<file path="config.mk">
export PLATFORM = sky130hd
export DESIGN_NAME = boot_rst_ctrl
export DESIGN_NICKNAME = d
export VERILOG_FILES = /design/src/design/boot_rst_pkg.sv /design/src/design/boot_rst_ctrl.sv /design/src/design/rst_out_stage.sv /design/src/design/fuse_capture.sv /design/src/design/boot_seq_fsm.sv
export VERILOG_INCLUDE_DIRS = /design/src /design/src/design
export SDC_FILE = /design/constraint.sdc
export NUM_CORES = 1
export LEC_CHECK = 0
export BUFFER_PORTS_ARGS = -buffer_cell sky130_fd_sc_hd__buf_4
export CELL_PAD_IN_SITES_DETAIL_PLACEMENT = 1
export CELL_PAD_IN_SITES_GLOBAL_PLACEMENT = 2
export CORE_ASPECT_RATIO = 1.5
export CORE_UTILIZATION = 34
export DETAILED_ROUTE_END_ITERATION = 10
export GPL_TIMING_DRIVEN = 1
export PLACE_DENSITY_LB_ADDON = 0.1
export SLEW_MARGIN = 20
export SYNTH_ARGS = -nofsm -noshare
export SYNTH_HDL_FRONTEND = slang
export SYNTH_SLANG_ARGS = --single-unit
</file>
<file path="constraint.sdc">
create_clock -name clk -period 2.24 [get_ports clk]
set_input_delay 0.336 -clock clk [delete_from_list [all_inputs] [get_ports clk]]
set_output_delay 0.336 -clock clk [all_outputs]
set_load 0.03 [all_outputs]
</file>
<file path="src/design/boot_rst_defs.svh">
// sizes of the boot sequencer, the fuse index width must cover the word count and wait cycles are limited to 2**BOOT_WAIT_W-1

`ifndef BOOT_RST_DEFS_SVH
`define BOOT_RST_DEFS_SVH

// number of fuse words the SoC writes before fuse done
`define BOOT_FUSE_WORDS 4

// width of one fuse word
`define BOOT_FUSE_W 32

// width of the word index carried by a fuse write
// keep this at clog2 of the word count
`define BOOT_FUSE_IDX_W 2

// width of the firmware reset wait counter
// this is also the width of the programmed wait cycle count
`define BOOT_WAIT_W 8

`endif
</file>
<file path="src/design/boot_rst_pkg.sv">
// types shared by the boot sequencer blocks, sizes come from boot_rst_defs.svh which must be on the include path

`default_nettype none

`include "boot_rst_defs.svh"

package boot_rst_pkg;

    // boot sequencer states
    // the idle encoding is zero so a cleared register lands in idle
    typedef enum logic [2:0] {
        BOOT_IDLE   = 3'd0,
        BOOT_FUSE   = 3'd1,
        BOOT_FW_RST = 3'd2,
        BOOT_WAIT   = 3'd3,
        BOOT_DONE   = 3'd4
    } boot_fsm_state_e;

    // per-cycle request from the sequencer to the reset output stage
    // the two reset requests are active low, the other fields are pulses
    typedef struct packed {
        logic noncore_rst_req_b;
        logic uc_rst_req_b;
        logic iccm_unlock_req;
        logic fw_rst_start;
    } boot_rst_req_t;

    // one fuse word write from the SoC, wr is a single cycle strobe
    typedef struct packed {
        logic                        wr;
        logic [`BOOT_FUSE_IDX_W-1:0] idx;
        logic [`BOOT_FUSE_W-1:0]     data;
    } fuse_wr_t;

    // the whole fuse bank, word 0 sits in the low bits
    typedef logic [`BOOT_FUSE_WORDS-1:0][`BOOT_FUSE_W-1:0] fuse_bank_t;

    // fuse_done is the lock that survives warm reset
    // fuse_wr_done_observed says done was written since the last warm reset
    typedef struct packed {
        logic fuse_done;
        logic fuse_wr_done_observed;
    } fuse_status_t;

endpackage

`default_nettype wire

</file>
<file path="src/design/boot_rst_ctrl.sv">
// boot and reset sequencing top, fuse data is only captured in the fuse state and survives warm reset

`default_nettype none

`include "boot_rst_defs.svh"

module boot_rst_ctrl
    import boot_rst_pkg::*;
(
    input  logic                    clk,
    input  logic                    cptra_pwrgood,
    input  logic                    cptra_rst_b,
    input  logic                    scan_mode,
    input  logic                    fw_update_rst,
    input  logic [`BOOT_WAIT_W-1:0] fw_update_rst_wait_cycles,
    input  logic                    bootfsm_brkpoint,
    input  logic                    bootfsm_continue,
    input  fuse_wr_t                fuse_wr,
    input  logic                    fuse_done_wr,
    output logic                    ready_for_fuses,
    output boot_fsm_state_e         boot_fsm_ps,
    output fuse_bank_t              fuse_bank,
    output logic                    cptra_noncore_rst_b,
    output logic                    cptra_uc_rst_b,
    output logic                    iccm_unlock,
    output logic                    fw_upd_rst_executed,
    output logic                    rdc_clk_dis,
    output logic                    fw_update_rst_window
);

    boot_rst_req_t rst_req;
    fuse_status_t  fuse_status;
    logic          uc_rst_synced_b;

    // sequencer decides when each reset may be released
    boot_seq_fsm u_seq_fsm (
        .clk                       (clk),
        .cptra_pwrgood             (cptra_pwrgood),
        .cptra_rst_b               (cptra_rst_b),
        .fw_update_rst             (fw_update_rst),
        .fw_update_rst_wait_cycles (fw_update_rst_wait_cycles),
        .bootfsm_brkpoint          (bootfsm_brkpoint),
        .bootfsm_continue          (bootfsm_continue),
        .fuse_status               (fuse_status),
        .uc_rst_synced_b           (uc_rst_synced_b),
        .boot_fsm_ps               (boot_fsm_ps),
        .ready_for_fuses           (ready_for_fuses),
        .rst_req                   (rst_req),
        .rdc_clk_dis               (rdc_clk_dis),
        .fw_update_rst_window      (fw_update_rst_window)
    );

    // fuse words and lock, its status gates the exit from the fuse state
    fuse_capture u_fuse_capture (
        .clk             (clk),
        .cptra_pwrgood   (cptra_pwrgood),
        .cptra_rst_b     (cptra_rst_b),
        .fuse_wr         (fuse_wr),
        .fuse_done_wr    (fuse_done_wr),
        .ready_for_fuses (ready_for_fuses),
        .fuse_bank       (fuse_bank),
        .fuse_status     (fuse_status)
    );

    // turns the sequencer requests into the reset outputs
    rst_out_stage u_rst_out (
        .clk                 (clk),
        .cptra_pwrgood       (cptra_pwrgood),
        .cptra_rst_b         (cptra_rst_b),
        .scan_mode           (scan_mode),
        .rst_req             (rst_req),
        .cptra_noncore_rst_b (cptra_noncore_rst_b),
        .cptra_uc_rst_b      (cptra_uc_rst_b),
        .uc_rst_synced_b     (uc_rst_synced_b),
        .iccm_unlock         (iccm_unlock),
        .fw_upd_rst_executed (fw_upd_rst_executed)
    );

endmodule

`default_nettype wire

</file>
<file path="src/design/rst_out_stage.sv">
// reset output flops, outputs follow a request after exactly two clocks and scan_mode forces both resets inactive

`default_nettype none

module rst_out_stage
    import boot_rst_pkg::*;
(
    input  logic          clk,
    input  logic          cptra_pwrgood,
    input  logic          cptra_rst_b,
    input  logic          scan_mode,
    input  boot_rst_req_t rst_req,
    output logic          cptra_noncore_rst_b,
    output logic          cptra_uc_rst_b,
    output logic          uc_rst_synced_b,
    output logic          iccm_unlock,
    output logic          fw_upd_rst_executed
);

    // first synchronizing stage of each request
    logic noncore_sync_b;
    logic uc_sync_b;

    // second stage, these drive the reset outputs
    logic noncore_rst_q_b;
    logic uc_rst_q_b;

    logic iccm_unlock_q;
    logic fw_rst_seen_q;

    // the reset flops sit on power good only
    // a warm reset reaches them through the sequencer going back to idle
    always_ff @(posedge clk or negedge cptra_pwrgood) begin
        if (!cptra_pwrgood) begin
            noncore_sync_b  <= 1'b0;
            uc_sync_b       <= 1'b0;
            noncore_rst_q_b <= 1'b0;
            uc_rst_q_b      <= 1'b0;
        end else begin
            noncore_sync_b  <= rst_req.noncore_rst_req_b;
            uc_sync_b       <= rst_req.uc_rst_req_b;
            noncore_rst_q_b <= noncore_sync_b;
            // the core leaves reset only when the global and the firmware reset both allow it
            uc_rst_q_b      <= noncore_sync_b & uc_sync_b;
        end
    end

    // the sequencer watches the first stage to know the core reset is on its way
    assign uc_rst_synced_b = uc_sync_b;

    // scan must never see these resets toggle
    assign cptra_noncore_rst_b = noncore_rst_q_b | scan_mode;
    assign cptra_uc_rst_b      = uc_rst_q_b | scan_mode;

    always_ff @(posedge clk or negedge cptra_rst_b) begin
        if (!cptra_rst_b) begin
            iccm_unlock_q <= 1'b0;
            fw_rst_seen_q <= 1'b0;
        end else begin
            iccm_unlock_q <= rst_req.iccm_unlock_req;
            // once set this stays until the next warm or cold reset
            // so a 1 here means the last core reset came from a firmware update
            if (rst_req.fw_rst_start) begin
                fw_rst_seen_q <= 1'b1;
            end
        end
    end

    assign iccm_unlock         = iccm_unlock_q;
    assign fw_upd_rst_executed = fw_rst_seen_q;

endmodule

`default_nettype wire

</file>
<file path="src/design/fuse_capture.sv">
// fuse word bank, words and the lock clear only on cptra_pwrgood and writes are ignored outside the fuse state

`default_nettype none

module fuse_capture
    import boot_rst_pkg::*;
(
    input  logic         clk,
    input  logic         cptra_pwrgood,
    input  logic         cptra_rst_b,
    input  fuse_wr_t     fuse_wr,
    input  logic         fuse_done_wr,
    input  logic         ready_for_fuses,
    output fuse_bank_t   fuse_bank,
    output fuse_status_t fuse_status
);

    fuse_bank_t fuse_bank_q;
    logic       fuse_done_q;
    logic       done_observed_q;
    logic       fuse_wr_accept;
    logic       done_accept;

    // a word can only be written while the sequencer asks for fuses and before the lock
    assign fuse_wr_accept = fuse_wr.wr & ready_for_fuses & ~fuse_done_q;

    // done is taken whenever the sequencer is in the fuse state
    // a second write after warm reset just refreshes the observed flag
    assign done_accept = fuse_done_wr & ready_for_fuses;

    // the words keep their values across warm reset
    always_ff @(posedge clk or negedge cptra_pwrgood) begin
        if (!cptra_pwrgood) begin
            fuse_bank_q <= '0;
        end else if (fuse_wr_accept) begin
            fuse_bank_q[fuse_wr.idx] <= fuse_wr.data;
        end
    end

    // sticky lock, only a power cycle opens the bank again
    always_ff @(posedge clk or negedge cptra_pwrgood) begin
        if (!cptra_pwrgood) begin
            fuse_done_q <= 1'b0;
        end else if (done_accept) begin
            fuse_done_q <= 1'b1;
        end
    end

    // cleared by warm reset so the sequencer waits for a fresh done write
    always_ff @(posedge clk or negedge cptra_rst_b) begin
        if (!cptra_rst_b) begin
            done_observed_q <= 1'b0;
        end else if (done_accept) begin
            done_observed_q <= 1'b1;
        end
    end

    assign fuse_bank                         = fuse_bank_q;
    assign fuse_status.fuse_done             = fuse_done_q;
    assign fuse_status.fuse_wr_done_observed = done_observed_q;

endmodule

`default_nettype wire

</file>
<file path="src/design/boot_seq_fsm.sv">
// boot state machine, expects cptra_rst_b low whenever cptra_pwrgood is low and a warm reset pulse of several cycles

`default_nettype none

`include "boot_rst_defs.svh"

module boot_seq_fsm
    import boot_rst_pkg::*;
(
    input  logic                    clk,
    input  logic                    cptra_pwrgood,
    input  logic                    cptra_rst_b,
    input  logic                    fw_update_rst,
    input  logic [`BOOT_WAIT_W-1:0] fw_update_rst_wait_cycles,
    input  logic                    bootfsm_brkpoint,
    input  logic                    bootfsm_continue,
    input  fuse_status_t            fuse_status,
    input  logic                    uc_rst_synced_b,
    output boot_fsm_state_e         boot_fsm_ps,
    output logic                    ready_for_fuses,
    output boot_rst_req_t           rst_req,
    output logic                    rdc_clk_dis,
    output logic                    fw_update_rst_window
);

    boot_fsm_state_e         boot_fsm_ns;

    // warm reset window, first stage is set directly by cptra_rst_b
    logic                    rst_window;
    logic                    rst_window_f;
    logic                    rst_window_2f;
    logic                    rst_window_3f;

    logic [`BOOT_WAIT_W-1:0] wait_cnt;
    logic                    wait_load;
    logic                    wait_decr;
    logic                    brk_hold;
    logic                    wait_exit;

    // a breakpoint holds the core only until continue is seen
    assign brk_hold = bootfsm_brkpoint & ~bootfsm_continue;

    // leave the wait state when the count has run out and nothing holds the core
    assign wait_exit = (wait_cnt == '0) & ~brk_hold;

    // clocks stay gated for the three cycles that follow the synchronized window
    assign rdc_clk_dis = rst_window_f | rst_window_2f | rst_window_3f;

    // marks the cycles where only the core reset is being cycled
    // other domains use it to mask paths out of the core reset flops
    assign fw_update_rst_window = (boot_fsm_ps == BOOT_FW_RST) || (boot_fsm_ps == BOOT_WAIT);

    always_comb begin
        boot_fsm_ns     = boot_fsm_ps;
        rst_req         = '0;
        ready_for_fuses = 1'b0;
        wait_load       = 1'b0;
        wait_decr       = 1'b0;

        unique case (boot_fsm_ps)
            BOOT_IDLE: begin
                // both resets stay asserted here
                if (!rst_window) begin
                    boot_fsm_ns = BOOT_FUSE;
                end
            end
            BOOT_FUSE: begin
                ready_for_fuses = 1'b1;
                // the lock alone is not enough after a warm reset
                // the SoC has to write done again
                if (fuse_status.fuse_done && fuse_status.fuse_wr_done_observed) begin
                    if (bootfsm_brkpoint) begin
                        boot_fsm_ns = BOOT_WAIT;
                    end else begin
                        boot_fsm_ns = BOOT_DONE;
                    end
                end
            end
            BOOT_FW_RST: begin
                rst_req.noncore_rst_req_b = 1'b1;
                // reload every cycle so the latest programmed count is taken
                wait_load                 = 1'b1;
                // move on once the core reset has reached the synchronizer
                if (!uc_rst_synced_b) begin
                    boot_fsm_ns = BOOT_WAIT;
                end
            end
            BOOT_WAIT: begin
                rst_req.noncore_rst_req_b = 1'b1;
                wait_decr                 = 1'b1;
                if (wait_exit) begin
                    boot_fsm_ns             = BOOT_DONE;
                    // instruction memory opens only at the very end of the reset flow
                    rst_req.iccm_unlock_req = 1'b1;
                end
            end
            BOOT_DONE: begin
                rst_req.noncore_rst_req_b = 1'b1;
                rst_req.uc_rst_req_b      = 1'b1;
                if (fw_update_rst) begin
                    boot_fsm_ns          = BOOT_FW_RST;
                    rst_req.fw_rst_start = 1'b1;
                end
            end
            default: begin
                boot_fsm_ns = BOOT_IDLE;
            end
        endcase
    end

    // state and the tail of the window chain live on power good
    // the tail resets high so clocks stay gated coming out of cold reset
    always_ff @(posedge clk or negedge cptra_pwrgood) begin
        if (!cptra_pwrgood) begin
            boot_fsm_ps   <= BOOT_IDLE;
            rst_window_f  <= 1'b1;
            rst_window_2f <= 1'b1;
            rst_window_3f <= 1'b1;
        end else begin
            // a warm reset pulls the sequencer back to idle from any state
            if (rst_window_f) begin
                boot_fsm_ps <= BOOT_IDLE;
            end else begin
                boot_fsm_ps <= boot_fsm_ns;
            end
            rst_window_f  <= rst_window;
            rst_window_2f <= rst_window_f;
            rst_window_3f <= rst_window_2f;
        end
    end

    // window opens asynchronously and closes on the first clock after release
    always_ff @(posedge clk or negedge cptra_rst_b) begin
        if (!cptra_rst_b) begin
            rst_window <= 1'b1;
        end else begin
            rst_window <= 1'b0;
        end
    end

    // down counter for the firmware reset hold time
    // it parks at zero, so the breakpoint path through wait sees zero at once
    always_ff @(posedge clk or negedge cptra_rst_b) begin
        if (!cptra_rst_b) begin
            wait_cnt <= '0;
        end else if (wait_load) begin
            wait_cnt <= fw_update_rst_wait_cycles;
        end else if (wait_decr && (wait_cnt != '0)) begin
            wait_cnt <= wait_cnt - 1'b1;
        end
    end

endmodule

`default_nettype wire

</file>
==> results.toml, run 1 <==
[die]
dieArea_sq_um = 17900
start_util_pct = 35.0
core_sq_um = 16800
row_count = 58
io-pin-count = 189
dieWidth_um = 110
die-height_um = 163

[clock_network]
max-clock-path-buffers = 2
root_buffer = "clkbuf_16"
h-tree-depth = 4
numCtsBuffers = 17
cts_setup_buffers = 0
clk_pin_slew_ps = 60
worstSkewPairLatency_ps = 410
cts.sinks = 151
cts_tree = "done"

[grt]
track_usage_pct = 18.4
grt_max_degree = 53
grt_pass1_wl_um = 24200
overflow = 0
first_global_vias = 4377
antenna_found_initial = 0

[worst_setup_path]
worst-r2r-setup-slack_ps = 350
startpoint_type = "flip-flop"
ff2ff_path_depth = 5
rr_endpoint = "u_seq_fsm.wait_cnt[6]"
worstSetupPathType = "flip-flop to output pin"
cp_max_fo = 10
cp.arrival_ps = 1680
crit-reg2reg-launch = "u_seq_fsm.wait_cnt[0]"
worst_setup_path_end_kind = "output pin"
cp.required_ps = 1900

[pwr]
p_leak_nw = 4.31
max-vdd-ir-drop_mv = 0.425
power_density_nw_per_um2 = 1120

[detailed_routing]
route.detailed.drc = 0
wirelength_um = 15400
dr.pass1.iters = 6
vias_per_cell = 4.91
routedWlPerCell_um = 18.8
vias = 4026
route.antenna.remaining_nets = 0
drtIter0Drc = 65

[logic_synthesis]
synthesis.nets = 440
seq_area_frac_synth_pct = 64.2
ys_types = 46
synth-async-reset-ratio_pct = 100
ys_warn_count = 0
synth_top_flop_cell = "dfrtp_1"
syn_inst = 387
avgSynthCellArea_sq_um = 15.2
ys_seq_elements = 151
syn_area_sq_um = 5900
synth_edf_count = 0

[worst_hold_path]
hold_depth = 2
holdPathEnd = "u_fuse_capture.done_observed_q"
hold_start = "fuse_done_wr"
hold_path_class = "input port to flip-flop"

[sta]
finalSetupTns_ps = 0
min_period_ps = 2010
fmax_ghz = 0.497
slew_viol_final = 0
min_period_over_period_pct = 89.9
setup_violations = 0
fin_worst_skew_ps = 12.0
rsz0062_at_grt = "false"
worst_pin_slew_ps = 508
timing.slew.headroom_pct = 66.1
hold_viol = 0

[layout]
layout_commonest_cell = "buf_4"
syn_to_final_growth_pct = 39.3
largest_reg_flops = 128
drive_gt1_share_pct = 56.2
antennaDiodeCount = 0
fillers = 1734
postLayoutCellArea_sq_um = 8210
final_cell_mix = "buf_4, dfrtp_1, mux2_2, mux2_1, clkbuf_16"
fin_nets = 650

[placement]
dp.final_hpwl_um = 11300
portBuffers = 188
placed_area_sq_um = 7630
finalWeightedCongestion = 0.758

[run_status]
status = "finished, final reports clean"

[job]
drv_cap = 0
[synthesized netlist by cell type (2+ instances only)]
| library cell | n | area (sq um) |
|---|---|---|
| nor4_1 | 2 | 12.5 |
| buf_2 | 10 | 50.1 |
| mux2_1 | 32 | 360 |
| a21oi_1 | 10 | 50.1 |
| nor3b_1 | 2 | 15.0 |
| nor3_1 | 5 | 25.0 |
| dfrtp_1 | 147 | 3680 |
| buf_6 | 3 | 33.8 |
| dfstp_2 | 4 | 105 |
| o21ai_0 | 8 | 40.0 |
| a21boi_0 | 2 | 15.0 |
| nand2_1 | 6 | 22.5 |
| ha_1 | 2 | 25.0 |
| o22ai_1 | 3 | 18.8 |
| a22oi_1 | 3 | 22.5 |
| nand2b_1 | 2 | 12.5 |
| a21o_1 | 4 | 30.0 |
| or2_2 | 2 | 12.5 |
| a31oi_1 | 2 | 12.5 |
| nand3_1 | 2 | 10.0 |
| mux2_2 | 96 | 1080 |
| clkbuf_1 | 2 | 7.51 |
| mux2i_1 | 2 | 20.0 |
| nor2_1 | 8 | 30.0 |
| nor2b_1 | 3 | 18.8 |
| inv_1 | 5 | 18.8 |
[through the flow]
stage               setup WS [ps]  hold WS (ps)  power, W  utilization [%]  std cells
finish                        226           132   0.00918             48.8        820
CTS                           197           118   0.00933             48.8        820
global placement              401           190   0.00646             45.3        786
floorplan                    21.3          40.4   0.00526                -        387
detailed placement            355           193   0.00655             45.3        786
global route                  105           128   0.00964             48.8        820
[worst max-delay path, stage by stage, from the launching register on]
cell	delay, ps
dfrtp_1	490
nand2b_1	390
inv_1	180
buf_4	210
[metal layers]
layer | global-route usage, % | part of all wire (%) | vias to the layer above
met5 | 0 | 0 | -
met4 | 7.45 | 2.1 | 0
met3 | 5.11 | 6.1 | 19
met2 | 31.5 | 53 | 113
met1 | 21.4 | 38 | 2083
li1 | - | - | 1811
[cell families (layout without fill, tap and decap cells)]
| group | Yosys count | count (layout) | synth area share, % |
|---|---|---|---|
| other | 1 | 1 | 0.0636 |
| and+or+nand+nor | 42 | 42 | 4.35 |
| buffers and inverters | 22 | 245 | 2.06 |
| adders and majority gates | 2 | 2 | 0.424 |
| AOI/OAI and AO/OA | 39 | 39 | 4.16 |
| DFF | 151 | 151 | 64.2 |
| muxes | 130 | 130 | 24.8 |
[final cells by class]
type | instances | area, sq um | area share (%)
tap | 210 | 263 | 3.20
timing repair buffer | 207 | 1580 | 19.2
inverter | 6 | 22.5 | 0.274
clock inverter | 14 | 138 | 1.68
clock buffer | 18 | 429 | 5.23
multi-input combinational | 214 | 2000 | 24.4
sequential | 151 | 3780 | 46.1
[repair_timing]
item | in CTS | in global routing
resized for setup | 0 | 0
hold buffers | 2 | 0
hold endpoints to repair | 60 | 0
[worst max-delay path by stage]
stage,from,end,slack [ps]
final,u_seq_fsm.boot_fsm_ps[2],fw_update_rst_window,230
after floorplan,u_seq_fsm.boot_fsm_ps[2],u_fuse_capture.fuse_bank[10],20
after CTS,u_seq_fsm.boot_fsm_ps[2],fw_update_rst_window,200
after detailed placement,u_seq_fsm.wait_cnt[0],u_seq_fsm.wait_cnt[6],350
after global routing,u_seq_fsm.boot_fsm_ps[2],fw_update_rst_window,110
after global placement,u_seq_fsm.boot_fsm_ps[2],u_fuse_capture.fuse_bank[31],400
[report_power, final]
| part | total (W) | switching, W | internal [W] |
|---|---|---|---|
| combinational | 0.00281 | 0.00166 | 0.00115 |
| clock | 0.00274 | 0.00118 | 0.00155 |
| sequential | 0.00363 | 0.000357 | 0.00328 |
| total | 0.00918 | 0.00320 | 0.00598 |
Power figures use the tool's default switching activity.
==> run 2, diff against run 1 <==
--- a/config.mk
+++ b/config.mk
@@ -11,6 +11,7 @@
 export CELL_PAD_IN_SITES_GLOBAL_PLACEMENT = 2
 export CORE_ASPECT_RATIO = 1.5
 export CORE_UTILIZATION = 34
+export CTS_BUF_LIST = sky130_fd_sc_hd__clkbuf_8 sky130_fd_sc_hd__clkbuf_16
 export DETAILED_ROUTE_END_ITERATION = 10
 export GPL_TIMING_DRIVEN = 1
 export PLACE_DENSITY_LB_ADDON = 0.1
==> constraint.sdc (replaced) <==
create_clock -name clk -period 2 [get_ports clk]
set_input_delay 0.3 -clock clk [delete_from_list [all_inputs] [get_ports clk]]
set_output_delay 0.3 -clock clk [all_outputs]
set_load 0.03 [all_outputs]
==> run 2 against run 1 <==
Total power increased by 14%. Worst hold slack got worse by 18 ps. Clock-buffer cell count fell by 1. Worst setup slack worse by 98 ps. Sequential power increased by 12%. Global-route usage fell by 0.48 points. Sequential share of layout area decreased by 0.37 points. Combinational power rose by 12%. Clock skew is 1.9 ps lower. Critical path type unchanged.
==> results.toml, run 2 (synthesis gave the netlist of run 1 again) <==
[grt]
antenna_found_initial = 0
grt_pass1_wl_um = 23800
overflow = 0
track_usage_pct = 17.9
grt_max_degree = 51
first_global_vias = 4260

[pwr]
combPwrFrac_pct = 30.2
pwr-share-clk_pct = 30.8
swShare_pct = 33.7
pwr-share-seq_pct = 39.0
max-vdd-ir-drop_mv = 0.578
power_density_nw_per_um2 = 1260
power_w = 0.0105
p_leak_nw = 4.34
p_sw_w = 0.00353
p_int_w = 0.00694

[die]
die-height_um = 163
start_util_pct = 35.0
dieWidth_um = 110
dieArea_sq_um = 17900
io-pin-count = 189
core_sq_um = 16800
row_count = 58

[layout]
postLayoutCellArea_sq_um = 8290
largest_reg_flops = 128
layout_commonest_cell = "buf_4"
fin_cells = 816
fillers = 1729
final_cell_mix = "buf_4, dfrtp_1, mux2_2, mux2_1, clkbuf_16"
fin_nets = 647
antennaDiodeCount = 0
syn_to_final_growth_pct = 40.5
drive_gt1_share_pct = 56.4

[placement]
dpl.cell_count = 783
dp.final_hpwl_um = 10700
portBuffers = 188
finalWeightedCongestion = 0.783
placed_area_sq_um = 7660

[job]
drv_cap = 0

[clock_network]
h-tree-depth = 4
cts_tree = "done"
max-clock-path-buffers = 2
cts_setup_buffers = 0
cts.sinks = 151
worstSkewPairLatency_ps = 410
numCtsBuffers = 17
root_buffer = "clkbuf_16"
clk_pin_slew_ps = 60

[sta]
fin_worst_skew_ps = 10.2
fmax_ghz = 0.534
rsz0062_at_grt = "false"
min_period_over_period_pct = 93.6
timing.slew.headroom_pct = 65.2
hold_viol = 0
setup_violations = 0
min_period_ps = 1870
worst_pin_slew_ps = 517
slew_viol_final = 0

[run_status]
status = "finished, final reports clean"

[worst_setup_path]
startpoint_type = "flip-flop"
critical-path-max-stage-delay_ps = 470
worst_setup_path_end_kind = "output pin"
worstPathCellList = "nand2b_1, inv_1, buf_4"
cp_max_fo = 8
cp.required_ps = 1700
ff2ff_path_depth = 5
cp.arrival_ps = 1570
crit_family = "flip-flops"
critPathBufInv = 2
crit_slowest_cell = "dfrtp_2"
path_depth = 3
worstSetupPathType = "flip-flop to output pin"

[detailed_routing]
routedWlPerCell_um = 18.2
vias_per_cell = 4.89
wirelength_um = 14900
dr.pass1.iters = 4
vias = 3990
route.antenna.remaining_nets = 0
route.detailed.drc = 0
drtIter0Drc = 120

[worst_hold_path]
hold_path_class = "input port to flip-flop"
hold_depth = 2
## run 2: through the flow
stage / utilization [%] / setup slack, ps / hold slack, ps / TNS [ps]
floorplan: - / -125 / 4.41 / -3760
global route: 49.2 / 19.6 / 99.0 / 0
detailed placement: 45.5 / 110 / 154 / 0
CTS: 49.2 / 62.1 / 92.3 / 0
global placement: 45.5 / 177 / 153 / 0
finish: 49.2 / 128 / 113 / 0
## run 2: worst paths after layout
path,slack [ps],startpoint,end
min,110,fuse_done_wr,u_fuse_capture.fuse_done_q
max reg2reg,130,u_seq_fsm.wait_cnt[0],u_seq_fsm.wait_cnt[6]
min reg2reg,360,u_seq_fsm.rst_window_2f,u_seq_fsm.rst_window_3f
max in group asynchronous,930,cptra_pwrgood,u_fuse_capture.fuse_bank[119]
max,130,u_seq_fsm.boot_fsm_ps[2],fw_update_rst_window
min in group asynchronous,260,cptra_rst_b,u_seq_fsm.wait_cnt[1]
## run 2: power by group through the flow
stage / Combinational, W / Clock (W) / Sequential (W)
after floorplan: 0.000818 / 0 / 0.00509
after global placement: 0.00315 / 0 / 0.00409
after detailed placement: 0.00320 / 0 / 0.00413
after CTS: 0.00321 / 0.00334 / 0.00408
after global routing: 0.00338 / 0.00346 / 0.00417
final: 0.00316 / 0.00323 / 0.00408
## run 2: worst reg2reg max path, cell delays in order (launching register included)
cell and delay, ps:
dfrtp_1 420, inv_1 90, ha_1 190, or4b_2 650, o32ai_1 300, a21oi_1 110
## run 2: final cells by class
class	instances	area, sq um	share of cell area, %
repair buffers	204	1600	19.3
flip-flops and latches	151	3790	45.7
clock inverters	14	176	2.13
inverters	6	22.5	0.272
well taps	210	263	3.17
multi-input cells	214	2010	24.3
clock buffers	17	425	5.13
## run 2: layer usage
layer / GRT usage (%) / up-vias / wire [um]
li1: - / 1809 / -
met1: 21.0 / 2041 / 5740
met2: 31.0 / 126 / 8030
met3: 5.11 / 14 / 919
met4: 5.94 / 0 / 162
met5: 0 / - / 0
## run 2: what timing repair did
| item | in CTS | in global routing |
|---|---|---|
| gates resized for setup | 0 | 2 |
| endpoints found under the hold margin | 57 | 0 |
| hold buffers | 2 | 0 |
| endpoints found under the setup margin | 0 | 4 |
==> run 3, diff against run 2 <==
==> constraint.sdc (replaced) <==
create_clock -name clk -period 1.8 [get_ports clk]
set_input_delay 0.27 -clock clk [delete_from_list [all_inputs] [get_ports clk]]
set_output_delay 0.27 -clock clk [all_outputs]
set_load 0.03 [all_outputs]
==> run 3 against run 2 <==
Clock-buffer cell count rose by 2. Final cell count rose by 1.5%. Clock skew rose by 4.4 ps. Critical path type is now flip-flop to flip-flop. Critical endpoint is now u_fuse_capture.fuse_bank[26].
==> results.toml, run 3 (synthesis gave the netlist of run 1 again) <==
[job]
drv_cap = 0

[layout]
drive_gt1_share_pct = 58.1
postLayoutCoreUtil_pct = 49.8
final_cell_mix = "buf_4, dfrtp_1, mux2_2, mux2_1, clkbuf_16"
largest_reg_flops = 128
layout_commonest_cell = "buf_4"
syn_to_final_growth_pct = 42.1
antennaDiodeCount = 0
fin_nets = 658

[pwr]
p_int_w = 0.00761
pwr-share-seq_pct = 38.7
power_w = 0.0117
p_sw_w = 0.00405
max-vdd-ir-drop_mv = 0.606
combPwrFrac_pct = 31.4
swShare_pct = 34.8
pwr-share-clk_pct = 29.9
power_density_nw_per_um2 = 1390
p_leak_nw = 4.38

[detailed_routing]
drtIter0Drc = 77
wirelength_um = 15700
route.antenna.remaining_nets = 0
route.detailed.drc = 0
dr.pass1.iters = 4
vias = 4048
vias_per_cell = 4.89
routedWlPerCell_um = 19.0

[grt]
grt_busiest_layer = "met2"
use_met3_pct = 4.35
first_global_vias = 4538
grt_max_degree = 46
grt_pass1_wl_um = 25200
grt_use_met2_pct = 34.5
antenna_found_initial = 0
overflow = 0
use_met1_pct = 21.3
track_usage_pct = 18.9

[clock_network]
cts.sinks = 151
worstSkewPairLatency_ps = 420
numCtsBuffers = 17
clk_pin_slew_ps = 60
max-clock-path-buffers = 2
cts_tree = "done"
h-tree-depth = 4
root_buffer = "clkbuf_16"

[worst_setup_path]
crit_slowest_cell = "dfrtp_2"
cp.required_ps = 2080
worstPathCellList = "nor3b_4, and3b_1, nor2b_4, buf_12, mux2_1"
cp_max_fo = 32
critical-path-max-stage-delay_ps = 420
worstSetupPathType = "flip-flop to flip-flop"
worst_setup_path_end_kind = "flip-flop"
cp.arrival_ps = 1990
startpoint_type = "flip-flop"

[sta]
fmax_ghz = 0.585
fin_worst_skew_ps = 14.5
rsz0062_at_grt = "false"
min_period_over_period_pct = 95.0
postLayoutSetupSlackWorst_ps = 89.2
worst_pin_slew_ps = 522
slew_viol_final = 0
hold_viol = 0
timing.slew.headroom_pct = 64.9
min_period_ps = 1710
finalSetupTns_ps = 0
setup_violations = 0

[worst_hold_path]
hold_path_class = "input port to flip-flop"

[placement]
dp.final_hpwl_um = 11400
dpl_worst_slack_ps = 12.3
portBuffers = 188
finalWeightedCongestion = 0.775

[die]
dieWidth_um = 110
row_count = 58
dieArea_sq_um = 17900
die-height_um = 163
io-pin-count = 189
core_sq_um = 16800
start_util_pct = 35.0

[run_status]
status = "finished, final reports clean"
## run 3: worst max-delay path: cells and delay by family, from the launching register on
kind	cells	cell delay [ps]
muxes	1	350
and+or+nand+nor	3	580
DFF	1	420
buffers and inverters	1	230
## run 3: power groups by stage
stage / Combinational [W] / Sequential, W / Clock (W)
2_1_floorplan: 0.000910 / 0.00565 / 0
3_3_place_gp: 0.00359 / 0.00453 / 0
3_5_place_dp: 0.00367 / 0.00457 / 0
4_1_cts: 0.00369 / 0.00452 / 0.00360
5_1_grt: 0.00391 / 0.00461 / 0.00373
6_report: 0.00366 / 0.00451 / 0.00349
## run 3: per-layer routing
layer	routed length [um]	share of wire, %	vias to the layer above
met5	0	0	-
met4	187	1.2	0
met3	724	4.6	15
met2	8840	56	116
met1	5960	38	2094
li1	-	-	1823
## run 3: path summary, 6_finish.rpt
| check | startpoint | end | slack, ps | cells after the start |
|---|---|---|---|---|
| min in group asynchronous | cptra_rst_b | u_seq_fsm.wait_cnt[0] | 230 | 2 |
| hold / removal | fuse_done_wr | u_fuse_capture.fuse_done_q | 70 | 2 |
| setup / recovery | u_seq_fsm.boot_fsm_ps[1] | u_fuse_capture.fuse_bank[26] | 90 | 5 |
| setup reg to reg | u_seq_fsm.boot_fsm_ps[1] | u_fuse_capture.fuse_bank[26] | 90 | 5 |
| hold reg to reg | u_seq_fsm.rst_window_2f | u_seq_fsm.rst_window_3f | 360 | 0 |
| max in group asynchronous | cptra_pwrgood | u_fuse_capture.fuse_bank[40] | 860 | 3 |
## run 3: through the flow
step | hold WS [ps] | area, sq um | std cells
final | 65.1 | 8380 | 828
after detailed placement | 128 | 7720 | 792
after global routing | 48.0 | 8380 | 828
after CTS | 45.5 | 8340 | 826
after floorplan | -25.6 | 5960 | 387
after global placement | 126 | 7720 | 792
## run 3: timing repair
action | 4_1_cts | 5_1_grt
hold endpoints to repair | 51 | 0
pin swaps | 0 | 1
hold buffers | 2 | 0
gates resized for setup | 3 | 5
endpoints found under the setup margin | 3 | 6
setup buffers | 0 | 2
## run 3: final cells by class
type / count / area [sq um]
tap: 210 / 263
sequential: 151 / 3790
clock buffer: 19 / 453
clock inverter: 13 / 134
inverter: 6 / 22.5
fill: 1746 / 8460
timing repair buffer: 215 / 1690
multi-input combinational: 214 / 2030
